===== config.mk =====
export PLATFORM = sky130hd
export DESIGN_NAME = dma_ddr_selector
export DESIGN_NICKNAME = d
export VERILOG_FILES = /design/src/hdl/dma_pkg.sv /design/src/hdl/dma_ddr_selector.sv
export SDC_FILE = /design/constraint.sdc
export NUM_CORES = 1
export LEC_CHECK = 0
export ABC_AREA = 1
export BUFFER_PORTS_ARGS = -buffer_cell sky130_fd_sc_hd__buf_2
export CAP_MARGIN = 5
export CORE_AREA = 2 2 159 161
export DETAILED_ROUTE_END_ITERATION = 12
export DIE_AREA = 0 0 161 163
export PLACE_DENSITY_LB_ADDON = 0.2
export RECOVER_POWER = 50
export SLEW_MARGIN = 25
export SYNTH_ARGS = -nofsm -noshare
export SYNTH_HDL_FRONTEND = slang
export SYNTH_SLANG_ARGS = --single-unit

===== constraint.sdc =====
create_clock -name clk -period 1.1 [get_ports clk]
set_input_delay 0 -clock clk [delete_from_list [all_inputs] [get_ports clk]]
set_output_delay 0 -clock clk [all_outputs]
set_load 0.02 [all_outputs]

===== src/hdl/dma_pkg.sv =====
package dma_pkg;

   // word address on both memory sides, host and local
   parameter int ADDR_WIDTH = 12;

   // one memory word
   parameter int DATA_WIDTH = 32;

   // descriptor length in words
   parameter int LEN_WIDTH = 12;

   // copy direction
   typedef enum logic {
      HOST_TO_DDR = 1'b0,
      DDR_TO_HOST = 1'b1
   } t_dma_mode;

   // one copy job, 37 bits
   typedef struct packed {
      t_dma_mode             mode;
      logic [ADDR_WIDTH-1:0] src_addr;
      logic [ADDR_WIDTH-1:0] dest_addr;
      logic [LEN_WIDTH-1:0]  length;
   } t_dma_descriptor;

   // request channel payload, 45 bits
   // we low means read
   typedef struct packed {
      logic                  we;
      logic [ADDR_WIDTH-1:0] addr;
      logic [DATA_WIDTH-1:0] wdata;
   } t_mem_req;

   // read response payload
   typedef struct packed {
      logic [DATA_WIDTH-1:0] rdata;
   } t_mem_rsp;

endpackage : dma_pkg


===== src/hdl/dma_ddr_selector.sv =====
module dma_ddr_selector #(
   parameter int NUM_LOCAL_MEM_BANKS = 4
) (
   input  logic              clk,
   input  logic              rst_n,
   // from the copy engine
   input  dma_pkg::t_mem_req ddr_req,
   input  logic              ddr_req_valid,
   output logic              ddr_req_ready,
   output dma_pkg::t_mem_rsp ddr_rsp,
   output logic              ddr_rsp_valid,
   input  logic              ddr_rsp_ready,
   // to the banks
   output dma_pkg::t_mem_req bank_req [NUM_LOCAL_MEM_BANKS],
   output logic [NUM_LOCAL_MEM_BANKS-1:0] bank_req_valid,
   input  logic [NUM_LOCAL_MEM_BANKS-1:0] bank_req_ready,
   input  dma_pkg::t_mem_rsp bank_rsp [NUM_LOCAL_MEM_BANKS],
   input  logic [NUM_LOCAL_MEM_BANKS-1:0] bank_rsp_valid,
   output logic [NUM_LOCAL_MEM_BANKS-1:0] bank_rsp_ready
);

   localparam int SEL_WIDTH = $clog2(NUM_LOCAL_MEM_BANKS);

   logic [SEL_WIDTH-1:0] req_bank;
   logic [SEL_WIDTH-1:0] rd_bank_q;
   logic                 rd_pending_q;
   logic                 rd_accept;
   dma_pkg::t_mem_req    local_req;

   // bank number sits in the top address bits
   assign req_bank = ddr_req.addr[dma_pkg::ADDR_WIDTH-1 -: SEL_WIDTH];

   // bank sees its own offset only
   always_comb begin
      local_req = ddr_req;
      local_req.addr[dma_pkg::ADDR_WIDTH-1 -: SEL_WIDTH] = '0;
   end

   assign ddr_req_ready = bank_req_ready[req_bank];
   assign rd_accept     = ddr_req_valid && ddr_req_ready && !ddr_req.we;

   // idle banks get nothing
   always_comb begin
      for (int b = 0; b < NUM_LOCAL_MEM_BANKS; b++) begin
         bank_req[b]       = '0;
         bank_req_valid[b] = 1'b0;
         bank_rsp_ready[b] = 1'b0;
      end
      bank_req[req_bank]        = local_req;
      bank_req_valid[req_bank]  = ddr_req_valid;
      bank_rsp_ready[rd_bank_q] = ddr_rsp_ready && rd_pending_q;
   end

   // response comes back from whichever bank took the read
   assign ddr_rsp       = bank_rsp[rd_bank_q];
   assign ddr_rsp_valid = bank_rsp_valid[rd_bank_q] && rd_pending_q;

   always_ff @(posedge clk) begin
      if (!rst_n) begin
         rd_pending_q <= 1'b0;
         rd_bank_q    <= '0;
      end else if (rd_accept) begin
         rd_pending_q <= 1'b1;
         rd_bank_q    <= req_bank;
      end else if (ddr_rsp_valid && ddr_rsp_ready) begin
         rd_pending_q <= 1'b0;
      end
   end

   // one read in flight at most
   a_single_read: assert property (@(posedge clk) disable iff (!rst_n)
      rd_pending_q |-> !rd_accept);

endmodule : dma_ddr_selector


* Word-level counts from Yosys, hierarchy flattened
Cells that the tools add are included.
** Cells by class
- Reduce and logical (&&, ||, !) cells :: 10
- Shift-type cells :: 0
- Add/sub/neg operators :: 0
- Divide/modulo/power cells :: 0
- Bitwise logic cells :: 5
- Eq/ne operators :: 0
- $mul :: 0
- Order comparisons :: 7
- Multiplexer cells :: 15
** Operators with widths (number)
- 180-bit bitwise AND :: 1
- 45-bit demux with 2-bit select :: 1
- 32-bit binary-select mux with 2-bit select :: 1
- 32-bit 2-to-1 mux :: 2
- 45-bit 2-to-1 mux :: 1
- 4-bit bitwise AND :: 2
- 1-bit logical AND :: 8
- 3-bit >= comparator, second input constant :: 2
- 2-bit by 3-bit < comparator with 1-bit output, second input constant :: 2
- 1-bit 2-to-1 mux :: 6
- 2-bit inverter with 3-bit output :: 2
- 1-bit binary-select mux with 2-bit select :: 2
- 1-bit demux with 2-bit select :: 2
- 2-bit by 1-bit >= comparator with 1-bit output, second input constant :: 2
- 3-bit by 1-bit < comparator with 1-bit output, second input constant :: 1
- 2-bit nonzero test :: 1
- 1-bit logical NOT :: 1
** Word-level totals
- Memory bits (writable) :: 0
- Register bits after elaboration :: 3
- Bits in latches :: 0
- Memories kept :: 0
- ROM bits :: 0
- Output and inout bits :: 222

* Longest topological paths before layout
- Depth after elaboration :: 6
- Gate-level depth with buffers :: 9
- Gate-level depth less buffers :: 8

* Worst setup path before layout
OpenSTA, ideal clock, no wires.
- Kind :: reg-to-output
- From :: reg rd_bank_q[1]
- To :: out bank_rsp_ready[0]
- Path buffers :: 3
- Cell stages (with the launch flop) :: 5
- Path slack :: -0.161 ns
- Arrival :: 1.261 ns
- Cell sequence :: dfxtp_1 > buf_2 > buf_4 > buf_2 > nor3_1
** Between the ends
- Cells in the longest elaborated chain, start to end :: 5
** RTL lines
- start: declaration :: RTL line dma_ddr_selector.sv:25 : logic [SEL_WIDTH-1:0] rd_bank_q;
- start signal: assignment :: RTL line dma_ddr_selector.sv:64 : rd_bank_q <= req_bank;
- 2-bit by 3-bit < comparator with 1-bit output (implied by the code) or 2-bit by 1-bit >= comparator with 1-bit output (tied branches) :: RTL line dma_ddr_selector.sv:51 : bank_rsp_ready[rd_bank_q] = ddr_rsp_ready && rd_pending_q;
- 1-bit logical AND :: RTL line dma_ddr_selector.sv:51
- 1-bit 2-to-1 mux (implied by the code) :: RTL line dma_ddr_selector.sv:51
- 1-bit demux with 2-bit select * :: RTL line dma_ddr_selector.sv:51
- 4-bit bitwise AND (no line) *
- end: declaration :: RTL line dma_ddr_selector.sv:19 : output logic [NUM_LOCAL_MEM_BANKS-1:0] bank_rsp_ready
Every way passes the cells marked *; elsewhere a longest branch is shown, timed or not.

==> flow_summary.yaml <==
sta:
  fmax_mhz: 755
  finClkSkew_ns: 0.00179
  layout_setup_ws_ns: -0.225
  drv_slew: 0
  setup-tns-final_ns: -6.82
  min_period_ns: 1.32
  setup_viol: 37
  hold_violations: 0
  fin_crit_sh_pct: 120
  rsz0062_at_grt: "true"
  whs_ns: 0.0377
place:
  dp_hpwl_microns: 13900
  portBuffers: 398
  dpl_cell_area_sq_mm: 0.00457
  gp_congestion: 0.754
  dpl.cell_count: 1155
worst_setup_path:
  crit_buf_inv: 3
  cp_data_required_time_ns: 1.10
  critPathKind: "register to output port"
  slowest_stage: "dfxtp_4"
  end_kind: "output port"
  cp_max_fo: 20
  critPathLaunchType: "register"
  cp.arrival_ns: 1.32
  crit_chain: "inv_6, nor2_4, buf_12, nand2_1, nand4_1, buf_6"
  cpPeakStageDelay_ns: 0.39
  path_delay_family: "flip-flops"
synth:
  synth-seq-area-share_pct: 2.93
  synth_mux_area_share_pct: 0
  synth_adder_area_share_pct: 0
  avgSynthCellArea_sq_um: 4.61
  synthTopCellsByArea: "nor2_1 32%, nand3_1 24%, a22oi_1 11%, inv_1 8.6%, buf_2 7.6%"
  yosysTopAreaCellShare_pct: 32.4
  ys_warn_count: 0
  synth_xor_xnor_area_share_pct: 0
  synth_top_family_by_area: "simple AND/OR/NAND/NOR gates"
  post_synth_num_cell_types: 17
  synth_top_cell_by_area: "nor2_1"
  syn-cell-area_sq_mm: 0.00205
  yosys.area_share.simple_pct: 63.5
  synth_cells: 445
  synth-compound-area-share_pct: 12.4
  ys_ff_latch: 3
final_layout:
  areaGrowthSynthToFinish_pct: 152
  fin_nets: 1026
  diodes: 0
  fin_cells: 1170
  finalInstanceArea_sq_mm: 0.00516
  drive_above_1_share_pct: 52.9
  layout_common_cells: "299 x buf_2, 177 x nor2_1, 83 x nand3_1, 47 x inv_1, 35 x clkbuf_1"
  final_common_cell: "buf_2"
  n_fill_cell: 2908
floorplanning:
  core-area_sq_mm: 0.0247
  start_util_pct: 8.32
  io_pins: 407
  rows: 58
  die_h_microns: 163
  die_x_microns: 161
  dieArea_sq_mm: 0.0262
routing:
  dr.pass1.iters: 4
  remaining_drc_errors: 0
  drt_wl_total_microns: 17200
  detail-route-antenna-nets: 0
  via_per_inst: 3.81
  avgRoutedWirePerCell_microns: 14.7
  drt-initial-drc-count: 190
  vias: 4452
clock_network:
  clock_sinks: 3
  clockBufferDepth: 2
  htreeDepth: 1
  cts_tree: "built"
  clk_pin_slew_worst_paths_ns: 0.03
  worstSkewPairLatency_ns: 0.22
  cts_root_buffer: "clkbuf_16"
  cts_buffers: 3
global_route:
  grt_pass1_wl_microns: 24400
  antenna_found_initial: 0
  grt_max_degree: 45
  overflow: 0
  grt_pass1_vias: 4263
  grt.total_usage_pct: 11.9
power:
  leakage_nw: 3.01
  power_density_mw_per_mm2: 555
  ir_drop_v: 0.000311
status:
  status: "finished with violations"
  violations: "negative setup slack"
run:
  cap_violations: 0
min_path:
  hold_path_class: "input port to register"
==> metrics by stage <==
stage	utilization, %	worst slack [ns]	total power [mW]
after global routing	20.9	-0.285	3.06
after floorplan	-	-0.161	1.18
after detailed placement	18.5	-0.179	2.11
final	20.9	-0.225	2.87
after global placement	18.5	-0.199	2.13
after CTS	20.7	-0.265	2.90
==> metal layers <==
layer / track usage [%] / up-vias / part of all wire [%]
li1: - / 2195 / -
met1: 14.2 / 1992 / 40
met2: 23.5 / 259 / 52
met3: 1.53 / 6 / 7.8
met4: 0.731 / 0 / 0.35
met5: 0 / - / 0
==> final cells by class <==
type	count	area (sq um)	share of cell area, %
Sequential cell	3	67.6	1.31
Multi-Input combinational cell	354	1800	34.9
Tap cell	330	413	7.99
Inverter	49	194	3.75
Timing Repair Buffer	430	2610	50.5
Clock buffer	4	78.8	1.53
==> repair_timing <==
| action | 4_1_cts | 5_1_grt |
|---|---|---|
| endpoints found under the setup margin | 38 | 38 |
| hold buffers | 0 | 0 |
| resized for setup | 99 | 20 |
| pin swaps | 4 | 2 |
| cloned | 2 | 1 |
| buffers inserted | 5 | 3 |
==> cells in the mapped netlist (all sizes together) <==
library cell,number
clkbuf,6
conb,1
dfxtp,3
nor3,4
buf,40
a21boi,1
a22oi,31
nand4,1
a21oi,3
inv,49
nand2,30
nor2,179
nand3,97
==> tightest hold or removal path, stage by stage <==
cell	delay [ns]
buf_2	0.07
inv_1	0.06
a21oi_2	0.09
==> final timing paths <==
path	from	to	slack [ns]	cells after the start
worst max-delay path	rd_bank_q[0]$_SDFFE_PN0P_	ddr_rsp[27]	-0.22	6
worst min register to register	rd_pending_q$_SDFFE_PN0P_	rd_pending_q$_SDFFE_PN0P_	0.49	2
worst min-delay path	rst_n	rd_pending_q$_SDFFE_PN0P_	0.04	3
worst max register to register	rd_bank_q[0]$_SDFFE_PN0P_	rd_pending_q$_SDFFE_PN0P_	0.01	9
==> sequential cells by signal, indices dropped and copies added, names as in the netlist <==
name / cells
rd_bank_q: 2
rd_pending_q: 1
==> power breakdown <==
| group | internal (mW) | switching [mW] | leakage [nW] |
|---|---|---|---|
| logic | 0.869 | 1.31 | 2.95 |
| clock network | 0.478 | 0.0972 | 0.0382 |
| registers | 0.111 | 0.00790 | 0.0259 |
==> cell families (layout without fill, tap and decap cells) <==
group,count (synthesis),after routing
AO/OA/AOI/OAI,35,35
buffers and inverters,95,483
flip-flops,3,3
other,1,8
AND/OR/NAND/NOR,311,311
No activity file was read; power rests on OpenSTA's default activity.
