<file path="src/hdl/dma_pkg.sv">
package dma_pkg;

   // word address on both memory sides, host and local
   parameter int ADDR_WIDTH = 12;

   // one memory word
   parameter int DATA_WIDTH = 32;

   // descriptor length in words
   parameter int LEN_WIDTH = 12;

   // copy direction
   typedef enum logic {
      HOST_TO_DDR = 1'b0,
      DDR_TO_HOST = 1'b1
   } t_dma_mode;

   // one copy job, 37 bits
   typedef struct packed {
      t_dma_mode             mode;
      logic [ADDR_WIDTH-1:0] src_addr;
      logic [ADDR_WIDTH-1:0] dest_addr;
      logic [LEN_WIDTH-1:0]  length;
   } t_dma_descriptor;

   // request channel payload, 45 bits
   // we low means read
   typedef struct packed {
      logic                  we;
      logic [ADDR_WIDTH-1:0] addr;
      logic [DATA_WIDTH-1:0] wdata;
   } t_mem_req;

   // read response payload
   typedef struct packed {
      logic [DATA_WIDTH-1:0] rdata;
   } t_mem_rsp;

endpackage : dma_pkg

</file>
<file path="src/hdl/dma_copy_engine.sv">
module dma_copy_engine (
   input  logic                     clk,
   input  logic                     rst_n,
   // descriptor port, four-phase
   input  dma_pkg::t_dma_descriptor desc,
   input  logic                     desc_req,
   output logic                     desc_ack,
   // host memory channel
   output dma_pkg::t_mem_req        host_req,
   output logic                     host_req_valid,
   input  logic                     host_req_ready,
   input  dma_pkg::t_mem_rsp        host_rsp,
   input  logic                     host_rsp_valid,
   output logic                     host_rsp_ready,
   // local memory channel
   output dma_pkg::t_mem_req        ddr_req,
   output logic                     ddr_req_valid,
   input  logic                     ddr_req_ready,
   input  dma_pkg::t_mem_rsp        ddr_rsp,
   input  logic                     ddr_rsp_valid,
   output logic                     ddr_rsp_ready
);

   typedef enum logic [2:0] {
      IDLE,
      READ_REQ,
      READ_WAIT,
      WRITE_REQ,
      DONE
   } t_state;

   t_state                           state;
   t_state                           state_next;
   dma_pkg::t_dma_mode               mode_q;
   logic [dma_pkg::ADDR_WIDTH-1:0]   src_addr_q;
   logic [dma_pkg::ADDR_WIDTH-1:0]   dest_addr_q;
   logic [dma_pkg::LEN_WIDTH-1:0]    remaining_q;
   logic [dma_pkg::DATA_WIDTH-1:0]   data_q;
   logic                             src_is_host;
   logic                             src_req_ready;
   logic                             dst_req_ready;
   logic                             rsp_fire;
   logic [dma_pkg::DATA_WIDTH-1:0]   rsp_data;
   dma_pkg::t_mem_req                rd_req;
   dma_pkg::t_mem_req                wr_req;

   // host is the source for HOST_TO_DDR, the local side otherwise
   assign src_is_host = (mode_q == dma_pkg::HOST_TO_DDR);

   assign src_req_ready = src_is_host ? host_req_ready : ddr_req_ready;
   assign dst_req_ready = src_is_host ? ddr_req_ready : host_req_ready;
   assign rsp_fire      = src_is_host ? (host_rsp_valid && host_rsp_ready)
                                      : (ddr_rsp_valid && ddr_rsp_ready);
   assign rsp_data      = src_is_host ? host_rsp.rdata : ddr_rsp.rdata;

   // payloads only change on a state move, so they hold while stalled
   assign rd_req = '{we: 1'b0, addr: src_addr_q, wdata: '0};
   assign wr_req = '{we: 1'b1, addr: dest_addr_q, wdata: data_q};

   // read goes to the source side, write to the other one
   assign host_req       = (state == WRITE_REQ) ? wr_req : rd_req;
   assign ddr_req        = (state == WRITE_REQ) ? wr_req : rd_req;
   assign host_req_valid = ((state == READ_REQ) && src_is_host) ||
                           ((state == WRITE_REQ) && !src_is_host);
   assign ddr_req_valid  = ((state == READ_REQ) && !src_is_host) ||
                           ((state == WRITE_REQ) && src_is_host);
   assign host_rsp_ready = (state == READ_WAIT) && src_is_host;
   assign ddr_rsp_ready  = (state == READ_WAIT) && !src_is_host;

   // ack held until the agent drops req
   assign desc_ack = (state == DONE);

   always_comb begin
      state_next = state;
      case (state)
         IDLE: begin
            // zero length goes straight to ack
            if (desc_req) begin
               state_next = (desc.length == '0) ? DONE : READ_REQ;
            end
         end
         READ_REQ: begin
            if (src_req_ready) begin
               state_next = READ_WAIT;
            end
         end
         READ_WAIT: begin
            if (rsp_fire) begin
               state_next = WRITE_REQ;
            end
         end
         WRITE_REQ: begin
            // last word accepted
            if (dst_req_ready) begin
               state_next = (remaining_q == 1) ? DONE : READ_REQ;
            end
         end
         DONE: begin
            if (!desc_req) begin
               state_next = IDLE;
            end
         end
         default: state_next = IDLE;
      endcase
   end

   always_ff @(posedge clk) begin
      if (!rst_n) begin
         state <= IDLE;
      end else begin
         state <= state_next;
      end
   end

   // descriptor capture and per-word advance
   always_ff @(posedge clk) begin
      if (state == IDLE && desc_req) begin
         mode_q      <= desc.mode;
         src_addr_q  <= desc.src_addr;
         dest_addr_q <= desc.dest_addr;
         remaining_q <= desc.length;
      end else if (state == WRITE_REQ && dst_req_ready) begin
         src_addr_q  <= src_addr_q + 1'b1;
         dest_addr_q <= dest_addr_q + 1'b1;
         remaining_q <= remaining_q - 1'b1;
      end
      // word parked between read and write
      if (state == READ_WAIT && rsp_fire) begin
         data_q <= rsp_data;
      end
   end

   // request held with its payload until accepted
   a_host_req_hold: assert property (@(posedge clk) disable iff (!rst_n)
      host_req_valid && !host_req_ready |=> host_req_valid && $stable(host_req));
   a_ddr_req_hold: assert property (@(posedge clk) disable iff (!rst_n)
      ddr_req_valid && !ddr_req_ready |=> ddr_req_valid && $stable(ddr_req));

   // ack only answers a live req
   a_ack_needs_req: assert property (@(posedge clk) disable iff (!rst_n)
      $rose(desc_ack) |-> desc_req);

endmodule : dma_copy_engine

</file>
<file path="config.mk">
export PLATFORM = sky130hd
export DESIGN_NAME = dma_copy_engine
export DESIGN_NICKNAME = d
export VERILOG_FILES = /design/src/hdl/dma_pkg.sv /design/src/hdl/dma_copy_engine.sv
export SDC_FILE = /design/constraint.sdc
export NUM_CORES = 1
export LEC_CHECK = 0
export ABC_AREA = 1
export ABC_CLOCK_PERIOD_IN_PS = 2190
export BUFFER_PORTS_ARGS = -buffer_cell sky130_fd_sc_hd__buf_4
export CAP_MARGIN = 5
export CELL_PAD_IN_SITES_DETAIL_PLACEMENT = 1
export CELL_PAD_IN_SITES_GLOBAL_PLACEMENT = 2
export CORE_MARGIN = 2
export CORE_UTILIZATION = 23
export DETAILED_ROUTE_END_ITERATION = 8
export PLACE_DENSITY_LB_ADDON = 0.1
export SLEW_MARGIN = 10
export SYNTH_ARGS = -nofsm -noshare
export SYNTH_HDL_FRONTEND = slang
export SYNTH_SLANG_ARGS = --single-unit
export TNS_END_PERCENT = 100
</file>
<file path="constraint.sdc">
create_clock -name clk -period 2.19 [get_ports clk]
set_input_delay 0.219 -clock clk [delete_from_list [all_inputs] [get_ports clk]]
set_output_delay 0.219 -clock clk [all_outputs]
set_load 0.02 [all_outputs]
</file>
# Yosys cells after proc, flatten, opt, wreduce, memory -nomap -nowiden
# Cells that the tools add are included.
[word_totals]
register_bits = 72
elab_cells = 56
[op_classes]
addsub = 3
n_eq_ne = 10
n_mux = 19
n_bitwise = 1
n_reduce_logical = 17
[ops]
columns = ["cell", "count"]
rows = [
  ["12-bit 2-to-1 mux", 6],
  ["45-bit 2-to-1 mux", 1],
  ["32-bit 2-to-1 mux", 1],
  ["12-bit by 1-bit adder with 12-bit output, second input constant", 2],
  ["3-bit 2-to-1 mux", 7],
  ["3-bit case mux with 5 select lines", 1],
  ["12-bit by 1-bit == test with 1-bit output, second input constant", 1],
  ["12-bit zero test", 1],
  ["12-bit by 1-bit subtractor with 12-bit output, second input constant", 1],
  ["1-bit logical AND", 11],
  ["2-bit inequality test, second input constant", 5],
  ["3-bit by 2-bit == test with 1-bit output, second input constant", 2],
  ["5-bit AND reduction", 1],
  ["3-bit by 1-bit == test with 1-bit output, second input constant", 1],
  ["3-bit == test, second input constant", 1],
  ["3-bit zero test", 1],
  ["1-bit 2-to-1 mux", 3],
  ["1-bit logical OR", 2],
  ["2-bit nonzero test", 1],
  ["1-bit inverter", 1],
]

# Longest topological paths before layout
[depth]
ltp_word = 6
ltp_mapped = 9
ltp_nobuf = 9

# Worst setup path before layout
# Ideal clock, no wire load.
[synth_path]
kind = "reg2reg"
startpoint = "register state[1]"
endpoint = "register dest_addr_q[0] in the netlist's numbering, enable pin"
t_arrival_ns = 1.725
required_ns = 1.796
path_slack_ns = 0.071
stages_incl_launch_ff = 7
period_less_slack_ns = 2.119
cell_sequence = "dfxtp_1 -> nor2_2 -> inv_2 -> nor2_4 -> nand2_2 -> buf_2 -> nand2_1"
[synth_via]
elab_chain_cells = 3
word_cells_on_any_way = 5
[synth_lines]
columns = ["item", "line", "text"]
rows = [
  ["from (decl)", "dma_copy_engine.sv:32", "t_state state;"],
  ["from (signal assigned)", "dma_copy_engine.sv:111", "state <= state_next;"],
  ["3-bit by 2-bit == test with 1-bit output or 3-bit zero test (tied branches)", "dma_copy_engine.sv:122, dma_copy_engine.sv:117", ""],
  ["1-bit logical AND (on tied branches)", "dma_copy_engine.sv:122, dma_copy_engine.sv:117", ""],
  ["2-bit nonzero test (no line) (*)", "--", ""],
  ["to (signal assigned)", "dma_copy_engine.sv:120", "dest_addr_q <= desc.dest_addr;"],
  ["to (signal assigned)", "dma_copy_engine.sv:124", "dest_addr_q <= dest_addr_q + 1'b1;"],
  ["to (decl)", "dma_copy_engine.sv:36", "logic [dma_pkg::ADDR_WIDTH-1:0] dest_addr_q;"],
]
# Mark *: on every way between the ends. The rest lies on a longest branch, timed or not.
# A chain may end at the register's enable or synchronous reset.

==> flow_summary.ini <==
[route]
detail_route.vias_per_cell = 4.17
drc = 0
num_vias = 4259
wirelength_mm = 15.2
dr.pass1.iters = 4
number_of_drc_violations_after_detailed_routing_iteration_0 = 180
count_of_nets_left_with_antenna_violations_after_detail_routing = 0
routed_wire_length_per_instance_um = 14.9

[global_routing]
grt_max_degree = 39
initial_antenna_violation_count = 0
first_pass_grt_wire_length_mm = 22.4
grt_remaining_overflow = 0
grt_util_all_layers_pct = 14.1
vias_in_the_first_global_route = 4264

[pwr]
power.switching_fraction_pct = 38.8
total_switching_power_mw = 2.73
share_seq_of_total_power_pct = 34.1
vdd_drop_max_mv = 0.509
power.share.combinational_pct = 41.5
fin_total_pwr_mw = 7.05
intPower_mw = 4.32
clock_power_share_pct = 24.4
p_leak_nw = 3.17
power-per-cell-area_nw_per_um2 = 1100

[floorplan]
dieArea_um2 = 21000
die-height_um = 145
fp-row-count = 51
initial_core_util_pct = 23.4
total_core_area_um2 = 19500
boundaryPins = 203
dieWidth_um = 145

[setup_path]
critPathLaunchType = register
worstSetupEndpointType = output pin
setup.worst_path.class = reg2out
timing.critical_path.fanout_max = 30
worst_path_required_time_ns = 1.97
critPathArrivalTime_ns = 1.76

[clock_network]
clock_tree.buffer_depth = 2
tritoncts = built
cts-root-buf = clkbuf_16
number_of_buffers_added_by_the_clock_tree_synthesis_step = 9
worstSkewPairLatency_ns = 0.34
post_cts_buffers = 0
clock_sinks = 72
cts.reportedPaths.clkPinSlew_ns = 0.06
htreeDepth = 3

[yosys]
post_synth.cell_area_avg_um2 = 7.70
post-synth-top-area-cell = edfxtp_1
synth.area.top_cells = edfxtp_1 (45%), nand2_1 (18%), buf_4 (7.9%), nor2_1 (5.7%), inv_1 (5.0%)
ys_warn_count = 0
synth_top_area_share_pct = 45.5
total_nets_after_synthesis = 704
netlist_area_um2 = 4560
share_of_the_yosys_chip_area_belonging_to_registers_pct = 46.8
yosys.cell_types.count = 28
netlist_instances = 592
postSynthRegisterBits = 72

[timing]
timing.final.setup_violations = 0
finalSetupTns_ns = 0
finalCriticalPeriod_ns = 1.98
tightestPinTransition_ns = 0.411
min_period_over_period_pct = 90.5
rsz0062_at_grt = no
maxSlewViolCount = 0
slew-limit-headroom_pct = 72.6
max_clock_freq_mhz = 504
fin_worst_hold_slack_ns = 0.0614
timing.clock.skew_ns = 0.00697
final-hold-violation-count = 0

[status]
status = finished, final reports clean

[placed_design]
numPortBuffers = 202
placement.cell_area_um2 = 6090
post-place-cells = 1004
place_congestion = 0.780
hpwlAfterDp_mm = 11.4

[cells_and_area]
finish.instance_area_um2 = 6430
layout.nets = 863
layout.cells.most_common_list = nand2_1 (213), buf_4 (209), nor2_1 (69), edfxtp_1 (69), inv_1 (61)
syn_to_final_growth_pct = 41.2
diodes = 0
finish.cell_count_without_fillers = 1021
mostFrequentLayoutCell = nand2_1
drive_gt1_share_pct = 32.1

[min_path]
worst_hold_path_type = in2reg

[job]
cap_violations = 0
[flip-flops by register name, indices dropped and copies added, names as in the netlist]
register / flops
data_q: 32
dest_addr_q: 12
remaining_q: 12
state: 3
mode_q: 1
src_addr_q: 12
[critical path: stages, from the launching register on]
cell and delay (ns):
dfxtp_1 0.54, nand3_4 0.25, buf_12 0.24, nor2_1 0.19, buf_4 0.18
[per-layer routing]
metal	vias to the layer above	wire length [µm]	global-route usage [%]
met3	11	980	3.36
li1	2140	-	-
met1	1982	6590	17.5
met2	126	7430	24.1
met4	0	199	4.75
met5	-	0	0
[power groups by stage]
stage	registers, mW	logic, mW	clock network (mW)
3_3_place_gp	2.40	2.97	0
5_1_grt	2.45	3.30	1.84
6_report	2.40	2.93	1.72
4_1_cts	2.39	3.00	1.79
3_5_place_dp	2.42	2.99	0
2_1_floorplan	2.33	2.03	0
[area by class of cell]
cell class / instances / area [µm²]
multi-input combinational: 390 / 1760
fill: 2394 / 13000
clock buffer: 10 / 229
inverter: 66 / 248
sequential: 72 / 2130
clock inverter: 6 / 108
timing repair buffer: 212 / 1630
tap: 265 / 332
[worst paths after layout]
path / startpoint / to / slack, ns / depth (start not counted)
hold reg to reg: state[1] / state[1] / 0.58 / 2
setup / recovery: state[0] / ddr_req[15] / 0.21 / 4
setup reg to reg: dest_addr_q[0] / dest_addr_q[10] / 0.38 / 8
hold / removal: desc[36] / mode_q / 0.06 / 1
[cell usage after synthesis]
cell type	count
o21ai_1	25
inv_2	5
a31oi_1	2
or2_2	1
nand3_4	1
buf_2	6
buf_4	48
clkbuf_1	5
ha_1	4
o31ai_1	2
a21oi_1	6
inv_1	61
a21boi_0	1
nand3_1	20
edfxtp_1	69
nor3_1	2
nand2_2	2
nand2_1	213
xnor2_1	4
nor3_2	1
dfxtp_1	3
nor2_2	2
nand4_1	6
xor2_1	14
o21ai_0	12
buf_1	6
nor2_4	2
nor2_1	69
[timing repair]
item,4_1_cts,5_1_grt
endpoints found under the setup margin,0,5
resized for setup,0,1
hold buffers,0,0
[cell families (layout without fill, tap and decap cells)]
kind of cell / count (synthesis) / count (layout) / share of synthesized area (%)
AND/OR/NAND/NOR: 319 / 320 / 28.3
buffers and inverters: 131 / 294 / 14.9
flip-flops: 72 / 72 / 46.8
AO/OA/AOI/OAI: 48 / 48 / 5.49
XOR/XNOR: 18 / 18 / 3.46
adder cells (fa/ha/maj): 4 / 4 / 1.10
[metrics by stage]
stage / setup slack [ns] / utilization [%]
2_1_floorplan: 0.0715 / -
3_3_place_gp: 0.457 / 31.3
3_5_place_dp: 0.379 / 31.3
4_1_cts: 0.0869 / 33.0
5_1_grt: 0.0581 / 33.1
6_report: 0.207 / 33.1
Power figures use the tool's default switching activity.
